$ cat src/design/execPkg.sv
// ================================================
// Shared widths, opcodes and ALU/branch encodings
// for the 16-bit execute stage. The instruction
// union assumes a fixed 16-bit instruction word.
// ================================================
`default_nettype none

package execPkg;

   localparam int dataW  = 16;
   localparam int opW    = 5;
   localparam int aluOpW = 4;
   localparam int brW    = 3;

   // Opcodes
   localparam logic [opW-1:0] opHalt   = 5'b00000;
   localparam logic [opW-1:0] opNop    = 5'b00001;
   localparam logic [opW-1:0] opJ      = 5'b00100;
   localparam logic [opW-1:0] opJr     = 5'b00101;
   localparam logic [opW-1:0] opAddi   = 5'b01000;
   localparam logic [opW-1:0] opSubi   = 5'b01001;
   localparam logic [opW-1:0] opXori   = 5'b01010;
   localparam logic [opW-1:0] opAndni  = 5'b01011;
   localparam logic [opW-1:0] opBeqz   = 5'b01100;
   localparam logic [opW-1:0] opBnez   = 5'b01101;
   localparam logic [opW-1:0] opBltz   = 5'b01110;
   localparam logic [opW-1:0] opBgez   = 5'b01111;
   localparam logic [opW-1:0] opSt     = 5'b10000;
   localparam logic [opW-1:0] opLd     = 5'b10001;
   localparam logic [opW-1:0] opRoli   = 5'b10100;
   localparam logic [opW-1:0] opSlli   = 5'b10101;
   localparam logic [opW-1:0] opRori   = 5'b10110;
   localparam logic [opW-1:0] opSrli   = 5'b10111;
   localparam logic [opW-1:0] opLbi    = 5'b11000;
   localparam logic [opW-1:0] opShiftR = 5'b11010;
   localparam logic [opW-1:0] opArithR = 5'b11011;

   // R-type func codes, shift group then arithmetic group
   localparam logic [1:0] funcRol  = 2'b00;
   localparam logic [1:0] funcSll  = 2'b01;
   localparam logic [1:0] funcRor  = 2'b10;
   localparam logic [1:0] funcSrl  = 2'b11;
   localparam logic [1:0] funcAdd  = 2'b00;
   localparam logic [1:0] funcSub  = 2'b01;
   localparam logic [1:0] funcXor  = 2'b10;
   localparam logic [1:0] funcAndn = 2'b11;

   // ALU operations
   localparam logic [aluOpW-1:0] aluAdd   = 4'd0;
   localparam logic [aluOpW-1:0] aluSub   = 4'd1;
   localparam logic [aluOpW-1:0] aluXor   = 4'd2;
   localparam logic [aluOpW-1:0] aluAndn  = 4'd3;
   localparam logic [aluOpW-1:0] aluRol   = 4'd4;
   localparam logic [aluOpW-1:0] aluSll   = 4'd5;
   localparam logic [aluOpW-1:0] aluRor   = 4'd6;
   localparam logic [aluOpW-1:0] aluSrl   = 4'd7;
   localparam logic [aluOpW-1:0] aluPassB = 4'd8;

   // Branch codes
   localparam logic [brW-1:0] brNone = 3'd0;
   localparam logic [brW-1:0] brEqz  = 3'd1;
   localparam logic [brW-1:0] brNez  = 3'd2;
   localparam logic [brW-1:0] brLtz  = 3'd3;
   localparam logic [brW-1:0] brGez  = 3'd4;

   typedef struct packed {
      logic [opW-1:0] opcode;
      logic [2:0]     rs;
      logic [2:0]     rt;
      logic [2:0]     rd;
      logic [1:0]     func;
   } rTypeT;

   typedef struct packed {
      logic [opW-1:0] opcode;
      logic [2:0]     rs;
      logic [2:0]     rd;
      logic [4:0]     imm;
   } iTypeT;

   typedef struct packed {
      logic [opW-1:0] opcode;
      logic [2:0]     rs;
      logic [7:0]     imm;
   } bTypeT;

   typedef struct packed {
      logic [opW-1:0] opcode;
      logic [10:0]    disp;
   } jTypeT;

   // Same word, four decodings; opcode sits in the top bits of all of them
   typedef union packed {
      rTypeT rType;
      iTypeT iType;
      bTypeT bType;
      jTypeT jType;
   } instrT;

endpackage

`default_nettype wire

$ cat src/design/execCtrlIf.sv
// ================================================
// Decoded control from the decoder to the execute
// stage. Immediates arrive already extended.
// ================================================
`default_nettype none

interface execCtrlIf #(
   parameter int dataW = execPkg::dataW
);
   import execPkg::*;

   logic [aluOpW-1:0] aluOp;
   logic              useImm;
   logic [dataW-1:0]  immValue;
   logic [dataW-1:0]  branchOffset;
   logic [brW-1:0]    brCode;
   logic              jumpRel;
   logic              jumpReg;
   logic              memRead;
   logic              memWrite;
   logic              halt;

   modport src (
      output aluOp, useImm, immValue, branchOffset, brCode,
      output jumpRel, jumpReg, memRead, memWrite, halt
   );

   modport dst (
      input aluOp, useImm, immValue, branchOffset, brCode,
      input jumpRel, jumpReg, memRead, memWrite, halt
   );

endinterface

`default_nettype wire

$ cat src/design/claAdder16.sv
// ================================================
// 16-bit carry-lookahead adder, four 4-bit groups
// with a second lookahead level across groups.
// ovf is signed overflow of the two inputs.
// ================================================
`default_nettype none

module claAdder16 (
   input  logic [15:0] a,
   input  logic [15:0] b,
   input  logic        cIn,
   output logic [15:0] sum,
   output logic        cOut,
   output logic        ovf
);

   logic [15:0] g;
   logic [15:0] p;
   logic [15:0] c;     // carry into each bit
   logic [3:0]  grpG;
   logic [3:0]  grpP;
   logic [4:0]  grpC;  // carry into each group, grpC[4] is carry out

   assign g = a & b;
   assign p = a ^ b;

   for (genvar k = 0; k < 4; k++) begin : gGrp
      localparam int lo = 4 * k;

      assign c[lo]   = grpC[k];
      assign c[lo+1] = g[lo] | (p[lo] & grpC[k]);
      assign c[lo+2] = g[lo+1] | (p[lo+1] & g[lo])
                     | (p[lo+1] & p[lo] & grpC[k]);
      assign c[lo+3] = g[lo+2] | (p[lo+2] & g[lo+1])
                     | (p[lo+2] & p[lo+1] & g[lo])
                     | (p[lo+2] & p[lo+1] & p[lo] & grpC[k]);

      // Group generate and propagate
      assign grpG[k] = g[lo+3] | (p[lo+3] & g[lo+2])
                     | (p[lo+3] & p[lo+2] & g[lo+1])
                     | (p[lo+3] & p[lo+2] & p[lo+1] & g[lo]);
      assign grpP[k] = &p[lo+3:lo];
   end

   // Second level lookahead
   assign grpC[0] = cIn;
   assign grpC[1] = grpG[0] | (grpP[0] & grpC[0]);
   assign grpC[2] = grpG[1] | (grpP[1] & grpG[0]) | (grpP[1] & grpP[0] & grpC[0]);
   assign grpC[3] = grpG[2] | (grpP[2] & grpG[1]) | (grpP[2] & grpP[1] & grpG[0])
                  | (grpP[2] & grpP[1] & grpP[0] & grpC[0]);
   assign grpC[4] = grpG[3] | (grpP[3] & grpG[2]) | (grpP[3] & grpP[2] & grpG[1])
                  | (grpP[3] & grpP[2] & grpP[1] & grpG[0])
                  | (grpP[3] & grpP[2] & grpP[1] & grpP[0] & grpC[0]);

   assign sum  = p ^ c;
   assign cOut = grpC[4];
   // Carry into msb differs from carry out on signed overflow
   assign ovf  = c[15] ^ grpC[4];

endmodule

`default_nettype wire

$ cat src/design/alu.sv
// ================================================
// 16-bit ALU. Subtract is inA - inB. Shift and
// rotate amounts use only inB[3:0]. cf and of are
// meaningful for add and subtract only.
// ================================================
`default_nettype none

module alu (
   input  logic [execPkg::dataW-1:0]  inA,
   input  logic [execPkg::dataW-1:0]  inB,
   input  logic [execPkg::aluOpW-1:0] aluOp,
   output logic [execPkg::dataW-1:0]  result,
   output logic                       zf,
   output logic                       sf,
   output logic                       cf,
   output logic                       of
);
   import execPkg::*;

   logic              isSub;
   logic              invB;
   logic [dataW-1:0]  opB;
   logic [dataW-1:0]  sum;
   logic              cOut;
   logic              ovf;
   logic [3:0]        shAmt;
   logic [2*dataW-1:0] rolWide;
   logic [2*dataW-1:0] rorWide;

   assign isSub = (aluOp == aluSub);
   assign invB  = isSub | (aluOp == aluAndn);
   assign opB   = invB ? ~inB : inB;

   // Two's complement subtract via inverted B plus one
   claAdder16 i_adder (
      .a    (inA),
      .b    (opB),
      .cIn  (isSub),
      .sum  (sum),
      .cOut (cOut),
      .ovf  (ovf)
   );

   assign shAmt = inB[3:0];

   // Rotates shift a doubled copy and keep one half
   assign rolWide = {inA, inA} << shAmt;
   assign rorWide = {inA, inA} >> shAmt;

   always_comb begin
      case (aluOp)
         aluAdd,
         aluSub:   result = sum;
         aluXor:   result = inA ^ inB;
         aluAndn:  result = inA & opB;
         aluRol:   result = rolWide[2*dataW-1:dataW];
         aluSll:   result = inA << shAmt;
         aluRor:   result = rorWide[dataW-1:0];
         aluSrl:   result = inA >> shAmt;
         aluPassB: result = inB;
         default:  result = inB;
      endcase
   end

   // Flags
   assign zf = (result == '0);
   assign sf = result[dataW-1];
   assign cf = cOut;
   assign of = ovf;

endmodule

`default_nettype wire

$ cat src/design/branchCond.sv
// ================================================
// Branch decision from zero and sign flags of
// rs + 0. brNone and unknown codes are not taken.
// ================================================
`default_nettype none

module branchCond (
   input  logic [execPkg::brW-1:0] brCode,
   input  logic                    zf,
   input  logic                    sf,
   output logic                    taken
);
   import execPkg::*;

   always_comb begin
      case (brCode)
         brEqz:   taken = zf;
         brNez:   taken = ~zf;
         brLtz:   taken = sf;
         // Zero counts as non-negative
         brGez:   taken = ~sf;
         default: taken = 1'b0;
      endcase
   end

endmodule

`default_nettype wire

$ cat src/design/instrDecoder.sv
// ================================================
// Combinational instruction decoder. Unknown
// opcodes decode as NOP: pass B, no strobes.
// Register operands are read outside this block.
// ================================================
`default_nettype none

module instrDecoder #(
   parameter int dataW = execPkg::dataW
) (
   input  execPkg::instrT instr,
   execCtrlIf.src         ctrl
);
   import execPkg::*;

   logic [dataW-1:0] sImm5;
   logic [dataW-1:0] zImm5;
   logic [dataW-1:0] sImm8;
   logic [dataW-1:0] sDisp11;

   // Immediate extensions from the different views of the word
   assign sImm5   = {{(dataW-5){instr.iType.imm[4]}}, instr.iType.imm};
   assign zImm5   = {{(dataW-5){1'b0}}, instr.iType.imm};
   assign sImm8   = {{(dataW-8){instr.bType.imm[7]}}, instr.bType.imm};
   assign sDisp11 = {{(dataW-11){instr.jType.disp[10]}}, instr.jType.disp};

   always_comb begin
      ctrl.aluOp        = aluPassB;
      ctrl.useImm       = 1'b0;
      ctrl.immValue     = '0;
      ctrl.branchOffset = '0;
      ctrl.brCode       = brNone;
      ctrl.jumpRel      = 1'b0;
      ctrl.jumpReg      = 1'b0;
      ctrl.memRead      = 1'b0;
      ctrl.memWrite     = 1'b0;
      ctrl.halt         = 1'b0;

      case (instr.rType.opcode)
         opHalt: ctrl.halt = 1'b1;
         opJ: begin
            ctrl.jumpRel      = 1'b1;
            ctrl.branchOffset = sDisp11;
         end
         opJr: begin
            // Target is rs + imm8 through the ALU
            ctrl.jumpReg  = 1'b1;
            ctrl.aluOp    = aluAdd;
            ctrl.useImm   = 1'b1;
            ctrl.immValue = sImm8;
         end
         opAddi, opSubi, opSt, opLd: begin
            ctrl.aluOp    = (instr.rType.opcode == opSubi) ? aluSub : aluAdd;
            ctrl.useImm   = 1'b1;
            ctrl.immValue = sImm5;
            ctrl.memWrite = (instr.rType.opcode == opSt);
            ctrl.memRead  = (instr.rType.opcode == opLd);
         end
         opXori, opAndni: begin
            ctrl.aluOp    = (instr.rType.opcode == opXori) ? aluXor : aluAndn;
            ctrl.useImm   = 1'b1;
            ctrl.immValue = zImm5;
         end
         opBeqz, opBnez, opBltz, opBgez: begin
            // ALU computes rs + 0 so the flags reflect rs
            ctrl.aluOp        = aluAdd;
            ctrl.useImm       = 1'b1;
            ctrl.branchOffset = sImm8;
            ctrl.brCode       = (instr.rType.opcode == opBeqz) ? brEqz :
                                (instr.rType.opcode == opBnez) ? brNez :
                                (instr.rType.opcode == opBltz) ? brLtz : brGez;
         end
         opRoli, opSlli, opRori, opSrli: begin
            // Low two opcode bits follow the shift func encoding
            ctrl.aluOp    = aluRol + aluOpW'(instr.rType.opcode[1:0]);
            ctrl.useImm   = 1'b1;
            ctrl.immValue = zImm5;
         end
         opLbi: begin
            ctrl.useImm   = 1'b1;
            ctrl.immValue = sImm8;
         end
         opShiftR: ctrl.aluOp = aluRol + aluOpW'(instr.rType.func);
         opArithR: ctrl.aluOp = aluAdd + aluOpW'(instr.rType.func);
         default: ;
      endcase
   end

endmodule

`default_nettype wire

$ cat src/design/executeStage.sv
// ================================================
// Execute stage with one register slot. No stall:
// a new item may enter every cycle. Data outputs
// hold during bubbles, strobes drop to zero.
// ================================================
`default_nettype none

module executeStage #(
   parameter int dataW = execPkg::dataW
) (
   input  logic             clk,
   input  logic             arstN,
   input  logic             inValid,
   execCtrlIf.dst           ctrl,
   input  logic [dataW-1:0] rsData,
   input  logic [dataW-1:0] rtData,
   input  logic [dataW-1:0] pc,
   output logic             outValid,
   output logic [dataW-1:0] aluResult,
   output logic [dataW-1:0] nextPc,
   output logic             memRead,
   output logic             memWrite,
   output logic             halt
);

   logic [dataW-1:0] opB;
   logic [dataW-1:0] aluOut;
   logic [dataW-1:0] pcTarget;
   logic [dataW-1:0] nextPcD;
   logic             zf;
   logic             sf;
   logic             brTaken;

   // Operand B mux
   assign opB = ctrl.useImm ? ctrl.immValue : rtData;

   alu i_alu (
      .inA    (rsData),
      .inB    (opB),
      .aluOp  (ctrl.aluOp),
      .result (aluOut),
      .zf     (zf),
      .sf     (sf),
      .cf     (),
      .of     ()
   );

   branchCond i_branchCond (
      .brCode (ctrl.brCode),
      .zf     (zf),
      .sf     (sf),
      .taken  (brTaken)
   );

   // Separate adder for branch and J targets
   claAdder16 i_pcAdder (
      .a    (pc),
      .b    (ctrl.branchOffset),
      .cIn  (1'b0),
      .sum  (pcTarget),
      .cOut (),
      .ovf  ()
   );

   // Halt wins over any jump or branch
   always_comb begin
      if (ctrl.halt) begin
         nextPcD = pc;
      end else if (ctrl.jumpReg) begin
         nextPcD = aluOut;
      end else if (ctrl.jumpRel || brTaken) begin
         nextPcD = pcTarget;
      end else begin
         nextPcD = pc;
      end
   end

   always_ff @(posedge clk or negedge arstN) begin
      if (!arstN) begin
         outValid  <= 1'b0;
         memRead   <= 1'b0;
         memWrite  <= 1'b0;
         halt      <= 1'b0;
         aluResult <= '0;
         nextPc    <= '0;
      end else begin
         outValid <= inValid;
         memRead  <= inValid & ctrl.memRead;
         memWrite <= inValid & ctrl.memWrite;
         halt     <= inValid & ctrl.halt;
         // Payload only moves on a valid item
         if (inValid) begin
            aluResult <= aluOut;
            nextPc    <= nextPcD;
         end
      end
   end

endmodule

`default_nettype wire

$ cat src/design/execTop.sv
// ================================================
// Execute top level: decoder plus execute stage.
// One cycle latency, no back-pressure; every
// valid output must be taken by the consumer.
// ================================================
`default_nettype none

module execTop #(
   parameter int dataW = execPkg::dataW
) (
   input  logic             clk,
   input  logic             arstN,
   input  logic             inValid,
   input  logic [dataW-1:0] instr,
   input  logic [dataW-1:0] rsData,
   input  logic [dataW-1:0] rtData,
   input  logic [dataW-1:0] pc,
   output logic             outValid,
   output logic [dataW-1:0] aluResult,
   output logic [dataW-1:0] nextPc,
   output logic             memRead,
   output logic             memWrite,
   output logic             halt
);

   execCtrlIf #(.dataW(dataW)) ctrlIf ();

   instrDecoder #(.dataW(dataW)) i_decoder (
      .instr (instr),
      .ctrl  (ctrlIf.src)
   );

   executeStage #(.dataW(dataW)) i_executeStage (
      .clk       (clk),
      .arstN     (arstN),
      .inValid   (inValid),
      .ctrl      (ctrlIf.dst),
      .rsData    (rsData),
      .rtData    (rtData),
      .pc        (pc),
      .outValid  (outValid),
      .aluResult (aluResult),
      .nextPc    (nextPc),
      .memRead   (memRead),
      .memWrite  (memWrite),
      .halt      (halt)
   );

endmodule

`default_nettype wire

$ cat config.mk
export PLATFORM = sky130hd
export DESIGN_NAME = execTop
export DESIGN_NICKNAME = d
export VERILOG_FILES = /design/src/design/execPkg.sv /design/src/design/execCtrlIf.sv /design/src/design/claAdder16.sv /design/src/design/alu.sv /design/src/design/branchCond.sv /design/src/design/instrDecoder.sv /design/src/design/executeStage.sv /design/src/design/execTop.sv
export SDC_FILE = /design/constraint.sdc
export NUM_CORES = 1
export LEC_CHECK = 0
export ABC_AREA = 0
export BUFFER_PORTS_ARGS = -buffer_cell sky130_fd_sc_hd__buf_4
export CAP_MARGIN = 20
export CORE_AREA = 2 2 87 152
export CTS_CLUSTER_DIAMETER = 30
export DETAILED_ROUTE_END_ITERATION = 16
export DIE_AREA = 0 0 89 154
export GPL_TIMING_DRIVEN = 0
export PLACE_DENSITY = 0.89
export SYNTH_ARGS = -nofsm -noshare
export SYNTH_HDL_FRONTEND = slang
export SYNTH_SLANG_ARGS = --single-unit
export TNS_END_PERCENT = 5
$ cat constraint.sdc
create_clock -name clk -period 1.1 [get_ports clk]
set_clock_uncertainty 0.1 [all_clocks]
set_input_delay 0.33 -clock clk [delete_from_list [all_inputs] [get_ports clk]]
set_output_delay 0.33 -clock clk [all_outputs]
set_load 0.01 [all_outputs]
==> metrics.yaml, run 1 <==
status:
  status: "did not finish"
  stop_stage: "global routing"
  tool.error: "[ERROR GRT-0116] Global routing finished with congestion. Check the congestion regions in the DRC Viewer."
cts:
  cts_root_buffer: "clkbuf_16"
  ctsLongestPathBuffers: 2
  htreeDepth: 2
  clock-sinks: 36
  cts_inserted_buffers: 5
yosys:
  ys_ff_latch: 36
  ys_seq_area_share_pct: 13.3
  netlist_instances: 902
  yosysWarnings: 0
  async_flop_share_pct: 100
  synth_largest_area_cell: "dfrtp_1"
  ys_types: 102
  synth.avg_cell_area_sq_um: 7.52
  synth_area_leaders: "dfrtp_1, ha_1, a21oi_1"
  synth-edff-count: 0
  synthesis.nets: 1009
  syn_area_sq_um: 6780
  synth_top_area_share_pct: 13.3
  synthFlopType: "dfrtp_1"
global_routing:
  grt_pass1_vias: 11700
  grt_pass1_wl_um: 75800
  grt_use_total_pct: 72.4
  grt_overflow: 169
  grt_max_degree: 37
die:
  start_util_pct: 54.6
  std_cell_rows: 54
  die-width_um: 89
  ios: 103
  fp.dieH_um: 154
placed_design:
  place_area_sq_um: 7880
  io_buffers: 100
  detailedPlace.worstSlack_ps: -6110
  dpl.hpwl_um: 27800
  gp_congestion: 1.13
[repair_timing]
item	in CTS
cloned	3
pin swaps	38
hold endpoints to repair	36
gates resized for setup	143
hold buffers	1
setup buffers	47
endpoints found under the setup margin	71
[through the flow]
step	hold slack (ps)	cells	TNS [ps]
global placement	207	1170	-154340
detailed placement	212	1170	-157570
CTS	118	1229	-127700
floorplan	-65.6	902	-114210
[metal layers]
layer  GRT usage [%]  GRT overflow
met1            74.8             0
met5           0.791             0
met4            73.8            52
met2            93.5           111
met3            45.3             6
[synth_stat cells (17+ instances only)]
library cell and number:
a21oi_1 70, buf_2 20, clkbuf_1 19, dfrtp_1 36
ha_1 32, inv_1 26, mux2i_1 21, nand2_1 83
nand3_1 70, nor2_1 55, nor3_1 21, o211ai_1 20
o21ai_0 35, o21ai_1 27, o22ai_1 18, xnor2_1 34
xor2_1 17
[kinds of logic after synthesis]
| kind of cell | Yosys count | synth area share, % |
|---|---|---|
| AOI/OAI and AO/OA | 345 | 36.9 |
| xor gates and xnor gates | 51 | 6.58 |
| adders and majority gates | 40 | 8.26 |
| buffers and inverters | 90 | 6.84 |
| DFF | 36 | 13.3 |
| muxes | 34 | 5.31 |
| and+or+nand+nor | 306 | 22.8 |
==> run 2, diff against run 1 <==
CORE_AREA = 2 2 134 136   (was 2 2 87 152)
CTS_CLUSTER_DIAMETER = unset   (was 30)
DIE_AREA = 0 0 136 138   (was 0 0 89 154)
PLACE_DENSITY = unset   (was 0.89)
PLACE_DENSITY_LB_ADDON = 0.15   (was unset)
==> metrics.yaml, run 2 <==
status:
  status: "complete, but fails checks"
  violations: "setup timing"
die:
  coreArea_sq_um: 17500
  die-width_um: 136
  fp.dieH_um: 138
  std_cell_rows: 49
  start_util_pct: 38.7
  dieArea_sq_um: 18800
  ios: 103
yosys:
  synthXorXnorAreaFrac_pct: 6.58
  synth_compound_area_share_pct: 36.9
  ys_seq_area_share_pct: 13.3
  synth-edff-count: 0
  ys_ff_latch: 36
  yosys.area_share.simple_pct: 22.8
  synthAdderAreaFrac_pct: 8.26
  synth.most_common_cell: "nand2_1"
  synth_largest_area_cell: "dfrtp_1"
  synth_top_area_share_pct: 13.3
  netlist_instances: 902
  synthTopCellsByCount: "nand2_1, a21oi_1, nand3_1"
  synth.avg_cell_area_sq_um: 7.52
  synth_area_leaders: "dfrtp_1, ha_1, a21oi_1"
  muxShareOfSynthArea_pct: 5.31
  ys_types: 102
  synthesis.nets: 1009
  synth_top_family_by_area: "compound AO/OA/AOI/OAI gates"
  async_flop_share_pct: 100
  yosysWarnings: 0
  synthFlopType: "dfrtp_1"
  syn_area_sq_um: 6780
routing:
  ant_nets: 0
  via_per_inst: 6.73
  drc: 0
  wl_per_cell_um: 26.9
  via_count: 8733
  wirelength_um: 34900
  firstDrtPassIters: 6
  drt_iter0_markers: 1056
timing:
  max_freq_ghz: 0.172
  setup_viol: 71
  slew_headroom_pct: 27.3
  layout_setup_ws_ps: -4710
  slew_violations: 0
  rsz0062_at_grt: "yes"
  fin_crit_ps: 5810
  fin_tns_setup_ps: -126350
  tightest_slew_ps: 1090
  finalHoldViolCount: 0
  final.period_utilization_pct: 528
cts:
  htreeDepth: 2
  ctsLongestPathBuffers: 2
  clkSlewWorstSetupHoldPaths_ps: 60
  cts_root_buffer: "clkbuf_16"
  clkLatencyLatePin_ps: 280
  cts_inserted_buffers: 5
  clock-sinks: 36
  cts_tree: "yes"
placed_design:
  gp_congestion: 1.05
  io_buffers: 100
  place_area_sq_um: 7950
  dpl.hpwl_um: 26600
global_routing:
  antenna_found_initial: 0
  grt_use_total_pct: 37.0
  grt_max_degree: 37
  grt_pass1_vias: 8405
  grt_pass1_wl_um: 52800
  grt_overflow: 0
flow_run:
  maxCapViolations: 0
setup_path:
  critPathMaxStageDelay_ps: 530
  r2r_slack_ps: -40
  required_ps: 1140
  reg2regPathDepth: 2
  critPathKind: "in2reg"
  critPathArrivalTime_ps: 5850
  crit_path_max_fanout: 7
  critPathLaunchType: "input pin"
  crit_top_cell: "a21oi_2"
  cpMaxStageDelayCell: "fa_2"
  cp-end-kind: "flop"
cells_and_area:
  diodes: 0
  fin_area_sq_um: 9340
  reg_top3: "i_executeStage.aluResult (16), i_executeStage.nextPc (16)"
  layout_commonest_cell: "buf_4"
  nets: 1174
  layout_common_cells: "buf_4, nand2_1, nand3_1"
  fillCellCount: 1766
  areaGrowthSynthToFinish_pct: 37.7
  drive_gt1_share_pct: 32.4
power_and_ir_drop:
  switchingPower_mw: 4.58
  p_comb_share_pct: 67.2
  seqPwrFrac_pct: 17.9
  finalPower_mw: 9.78
  clkPwrFrac_pct: 14.9
  ir_worst_vdd_v: 0.000673
  p_per_area_nw_per_um2: 1050
  p_int_mw: 5.20
  swShare_pct: 46.8
  p_leak_nw: 3.90
hold_path:
  min_path_cells: 1
  holdCritPathClass: "in2reg"
## run 2: cell counts after synthesis
Identical to the previous run, type by type.
## run 2: logic make-up after synthesis
group                      Yosys count
adders and majority gates           40
AOI/OAI and AO/OA                  345
and+or+nand+nor                    306
muxes                               34
DFF                                 36
buffers and inverters               90
xor gates and xnor gates            51
## run 2: through the flow
step	utilization [%]	worst slack, ps	hold WS [ps]	instances
6_report	53.3	-4710	117	1297
5_1_grt	53.3	-4900	101	1297
4_1_cts	51.9	-4710	100	1290
3_5_place_dp	45.3	-6200	219	1231
3_3_place_gp	45.3	-6200	223	1231
2_1_floorplan	-	-4420	-65.6	902
## run 2: cell type report
class	instances	area, sq um	area share (%)
multi-input cells	776	5990	64.1
clock buffers	6	139	1.49
repair buffers	158	1380	14.8
well taps	229	287	3.07
plain buffers	63	531	5.68
inverters	27	104	1.11
clock inverters	2	10.0	0.107
flip-flops and latches	36	901	9.64
## run 2: worst max-delay path, delay by kind of cell
family,cells,cell delay (ps)
adders and majority gates,2,840
buffers and inverters,7,920
AOI/OAI and AO/OA,13,2310
and+or+nand+nor,6,920
xor gates and xnor gates,2,330
muxes,1,180
## run 2: worst paths after layout
kind,start,end
min reg2reg,i_executeStage.aluResult[13]$_DFFE_PN0P_,i_executeStage.aluResult[13]$_DFFE_PN0P_
max reg2reg,i_executeStage.nextPc[1]$_DFFE_PN0P_,i_executeStage.nextPc[1]$_DFFE_PN0P_
max in group asynchronous,arstN,i_executeStage.nextPc[1]$_DFFE_PN0P_
min in group asynchronous,arstN,i_executeStage.aluResult[13]$_DFFE_PN0P_
min,inValid,i_executeStage.outValid$_DFF_PN0_
max,instr[14],i_executeStage.nextPc[2]$_DFFE_PN0P_
## run 2: routing by layer
metal,up-vias,track usage [%],wire (um)
met5,-,0,0
met4,0,18.6,2450
met3,144,6.93,3240
met2,563,57.2,15300
met1,4176,48.9,13900
li1,3850,-,-
## run 2: repair_timing
| action | CTS | global route |
|---|---|---|
| hold buffers | 1 | 0 |
| gates resized for setup | 142 | 44 |
| setup buffers | 48 | 7 |
| cloned | 2 | 0 |
| setup endpoints to repair | 71 | 71 |
| hold endpoints to repair | 36 | 0 |
| pin swaps | 40 | 31 |
## run 2: power by group through the flow
stage	clock, mW	sequential, mW	combinational [mW]
CTS	1.46	1.75	6.15
global placement	0	1.73	5.44
global route	1.55	1.77	6.93
floorplan	0	1.79	3.31
finish	1.46	1.75	6.57
detailed placement	0	1.73	5.39
No activity file was read; power rests on OpenSTA's default activity.
==> run 3, diff against run 2 <==
ABC_AREA = 1   (was 0)
CORE_AREA = 2 2 133 135   (was 2 2 134 136)
DIE_AREA = 0 0 135 137   (was 0 0 136 138)
PLACE_DENSITY = 0.7   (was unset)
PLACE_DENSITY_LB_ADDON = unset   (was 0.15)
==> metrics.yaml, run 3 <==
status:
  status: "complete, but fails checks"
  violations: "setup timing"
cells_and_area:
  fin_util_pct: 56.3
  multi_input_area_sq_um: 5670
  diodes: 0
  layout_common_cells: "nand2_1, nand3_1, buf_4"
  regArea_sq_um: 901
  reg_top3: "i_executeStage.aluResult (16), i_executeStage.nextPc (16)"
  fin_area_sq_um: 9610
  nets: 1514
  layout_commonest_cell: "nand2_1"
  drive_gt1_share_pct: 27.4
  areaGrowthSynthToFinish_pct: 43.2
  fillCellCount: 1670
yosys:
  ys_types: 42
  async_flop_share_pct: 100
  synth.avg_cell_area_sq_um: 5.57
  muxShareOfSynthArea_pct: 0
  synthXorXnorAreaFrac_pct: 4.18
  synthTopCellsByCount: "nand2_1, nand3_1, inv_1"
  synthFlopType: "dfrtp_1"
  synth_top_family_by_area: "simple AND/OR/NAND/NOR gates"
  ys_ff_latch: 36
  synth_compound_area_share_pct: 11.7
  yosys.area_share.simple_pct: 51.9
  yosysWarnings: 0
  ys_seq_area_share_pct: 13.4
  synthAdderAreaFrac_pct: 8.36
  synth_area_leaders: "nand2_1, nand3_1, dfrtp_1"
  netlist_instances: 1203
  synth_top_area_share_pct: 23.7
  synth-edff-count: 0
  synthesis.nets: 1310
  synth_largest_area_cell: "nand2_1"
  syn_area_sq_um: 6710
  synth.most_common_cell: "nand2_1"
global_routing:
  grt_use_total_pct: 34.9
  grt_overflow: 0
  grt_pass1_wl_um: 49600
  grt_max_degree: 37
  grt_pass1_vias: 8861
  antenna_found_initial: 1
setup_path:
  cp-end-kind: "flop"
  cpMaxStageDelayCell: "ha_1"
  critPathLaunchType: "input pin"
  critPathKind: "in2reg"
  crit_path_max_fanout: 6
  critPathMaxStageDelay_ps: 280
  required_ps: 1170
  critPathArrivalTime_ps: 4960
die:
  start_util_pct: 39.3
  fp.dieH_um: 137
  coreArea_sq_um: 17100
  dieArea_sq_um: 18500
  ios: 103
  std_cell_rows: 48
  die-width_um: 135
cts:
  cts_root_buffer: "clkbuf_16"
  clkLatencyLatePin_ps: 290
  clkSlewWorstSetupHoldPaths_ps: 60
  cts_tree: "yes"
  ctsLongestPathBuffers: 2
  clock-sinks: 36
  htreeDepth: 2
  cts_inserted_buffers: 5
power_and_ir_drop:
  ir_worst_vdd_v: 0.000682
  p_per_area_nw_per_um2: 1120
  p_leak_nw: 5.10
  finalPower_mw: 10.7
routing:
  drt_iter0_markers: 1034
  via_count: 9570
  drc: 0
  firstDrtPassIters: 7
  ant_nets: 0
  wirelength_um: 33000
  wl_per_cell_um: 20.2
  via_per_inst: 5.86
placed_design:
  dpl.hpwl_um: 24600
  gp_congestion: 1.06
  place_area_sq_um: 7830
  io_buffers: 101
timing:
  hold_slack_ps: 103
  finalHoldViolCount: 0
  setup_viol: 69
  max_freq_ghz: 0.205
  slew_headroom_pct: 50.7
  rsz0062_at_grt: "yes"
  final.period_utilization_pct: 444
  fin_crit_ps: 4890
  fin_tns_setup_ps: -105470
  tightest_slew_ps: 732
  layout_setup_ws_ps: -3790
  slew_violations: 0
hold_path:
  holdCritPathClass: "in2reg"
flow_run:
  maxCapViolations: 0
==> run 3: changes by cell type in the layout (fill, tap and decap cells not counted), moves of 21 or more <==
cell / before / now
nand3_1: 67 / 252
inv_1: 25 / 82
nand2_1: 80 / 395
inv_2: 1 / 23
buf_4: 123 / 152
xnor2_1: 31 / 6
nand2_2: 4 / 25
==> run 3: area by class of cell <==
class,count,area share [%]
plain buffers,52,4.09
clock buffers,5,1.30
clock inverters,3,0.443
inverters,113,4.68
multi-input cells,1002,59.0
flip-flops and latches,36,9.38
well taps,225,2.93
repair buffers,197,18.1
==> run 3: metrics by stage <==
stage | std cells | setup slack, ps
after floorplan | 1203 | -3500
after global placement | 1529 | -4780
after detailed placement | 1529 | -4800
after CTS | 1606 | -3630
after global routing | 1633 | -4140
final | 1633 | -3790
==> run 3: critical path: cells and delay by family <==
| family | cells | cell delay [ps] |
|---|---|---|
| AO/OA/AOI/OAI | 6 | 860 |
| XOR/XNOR | 2 | 300 |
| adder cells (fa/ha/maj) | 2 | 460 |
| buffers and inverters | 10 | 1040 |
| AND/OR/NAND/NOR | 21 | 1940 |
==> run 3: metal layers <==
layer | track usage, % | up-vias | routed length, um
li1 | - | 4396 | -
met4 | 15.3 | 0 | 1780
met5 | 0 | - | 0
met1 | 46.7 | 4414 | 13300
met3 | 6.07 | 135 | 3500
met2 | 55.0 | 625 | 14500
==> run 3: what timing repair did <==
item,in CTS,in global routing
pin swaps,55,34
setup endpoints to repair,71,105
gates cloned,3,0
gates resized for setup,180,45
endpoints found under the hold margin,36,0
buffers inserted,65,27
hold buffers,1,0
==> run 3: worst paths after layout <==
check / startpoint / to / slack (ps) / cells after the start
setup reg to reg: i_executeStage.nextPc[0]$_DFFE_PN0P_ / i_executeStage.nextPc[0]$_DFFE_PN0P_ / 200 / 2
min in group asynchronous: arstN / i_executeStage.nextPc[4]$_DFFE_PN0P_ / 470 / 2
setup / recovery: instr[14] / i_executeStage.nextPc[3]$_DFFE_PN0P_ / -3790 / 41
hold / removal: inValid / i_executeStage.outValid$_DFF_PN0_ / 100 / 1
max in group asynchronous: arstN / i_executeStage.aluResult[8]$_DFFE_PN0P_ / 90 / 2
hold reg to reg: i_executeStage.nextPc[2]$_DFFE_PN0P_ / i_executeStage.nextPc[2]$_DFFE_PN0P_ / 400 / 2
==> run 3: where the power goes <==
part           internal, mW  leakage, nW  switching [mW]
Sequential             1.53        0.445           0.165
Clock                  1.06       0.0798           0.592
Combinational          2.97         4.57            4.42
Total                  5.57         5.10            5.17
==> run 3: logic make-up (layout without fill, tap and decap cells) <==
logic type | count (synthesis) | after routing
AND/OR/NAND/NOR | 790 | 790
buffers and inverters | 165 | 370
AO/OA/AOI/OAI | 140 | 140
XOR/XNOR | 32 | 32
adder cells (fa/ha/maj) | 40 | 40
flip-flops | 36 | 36
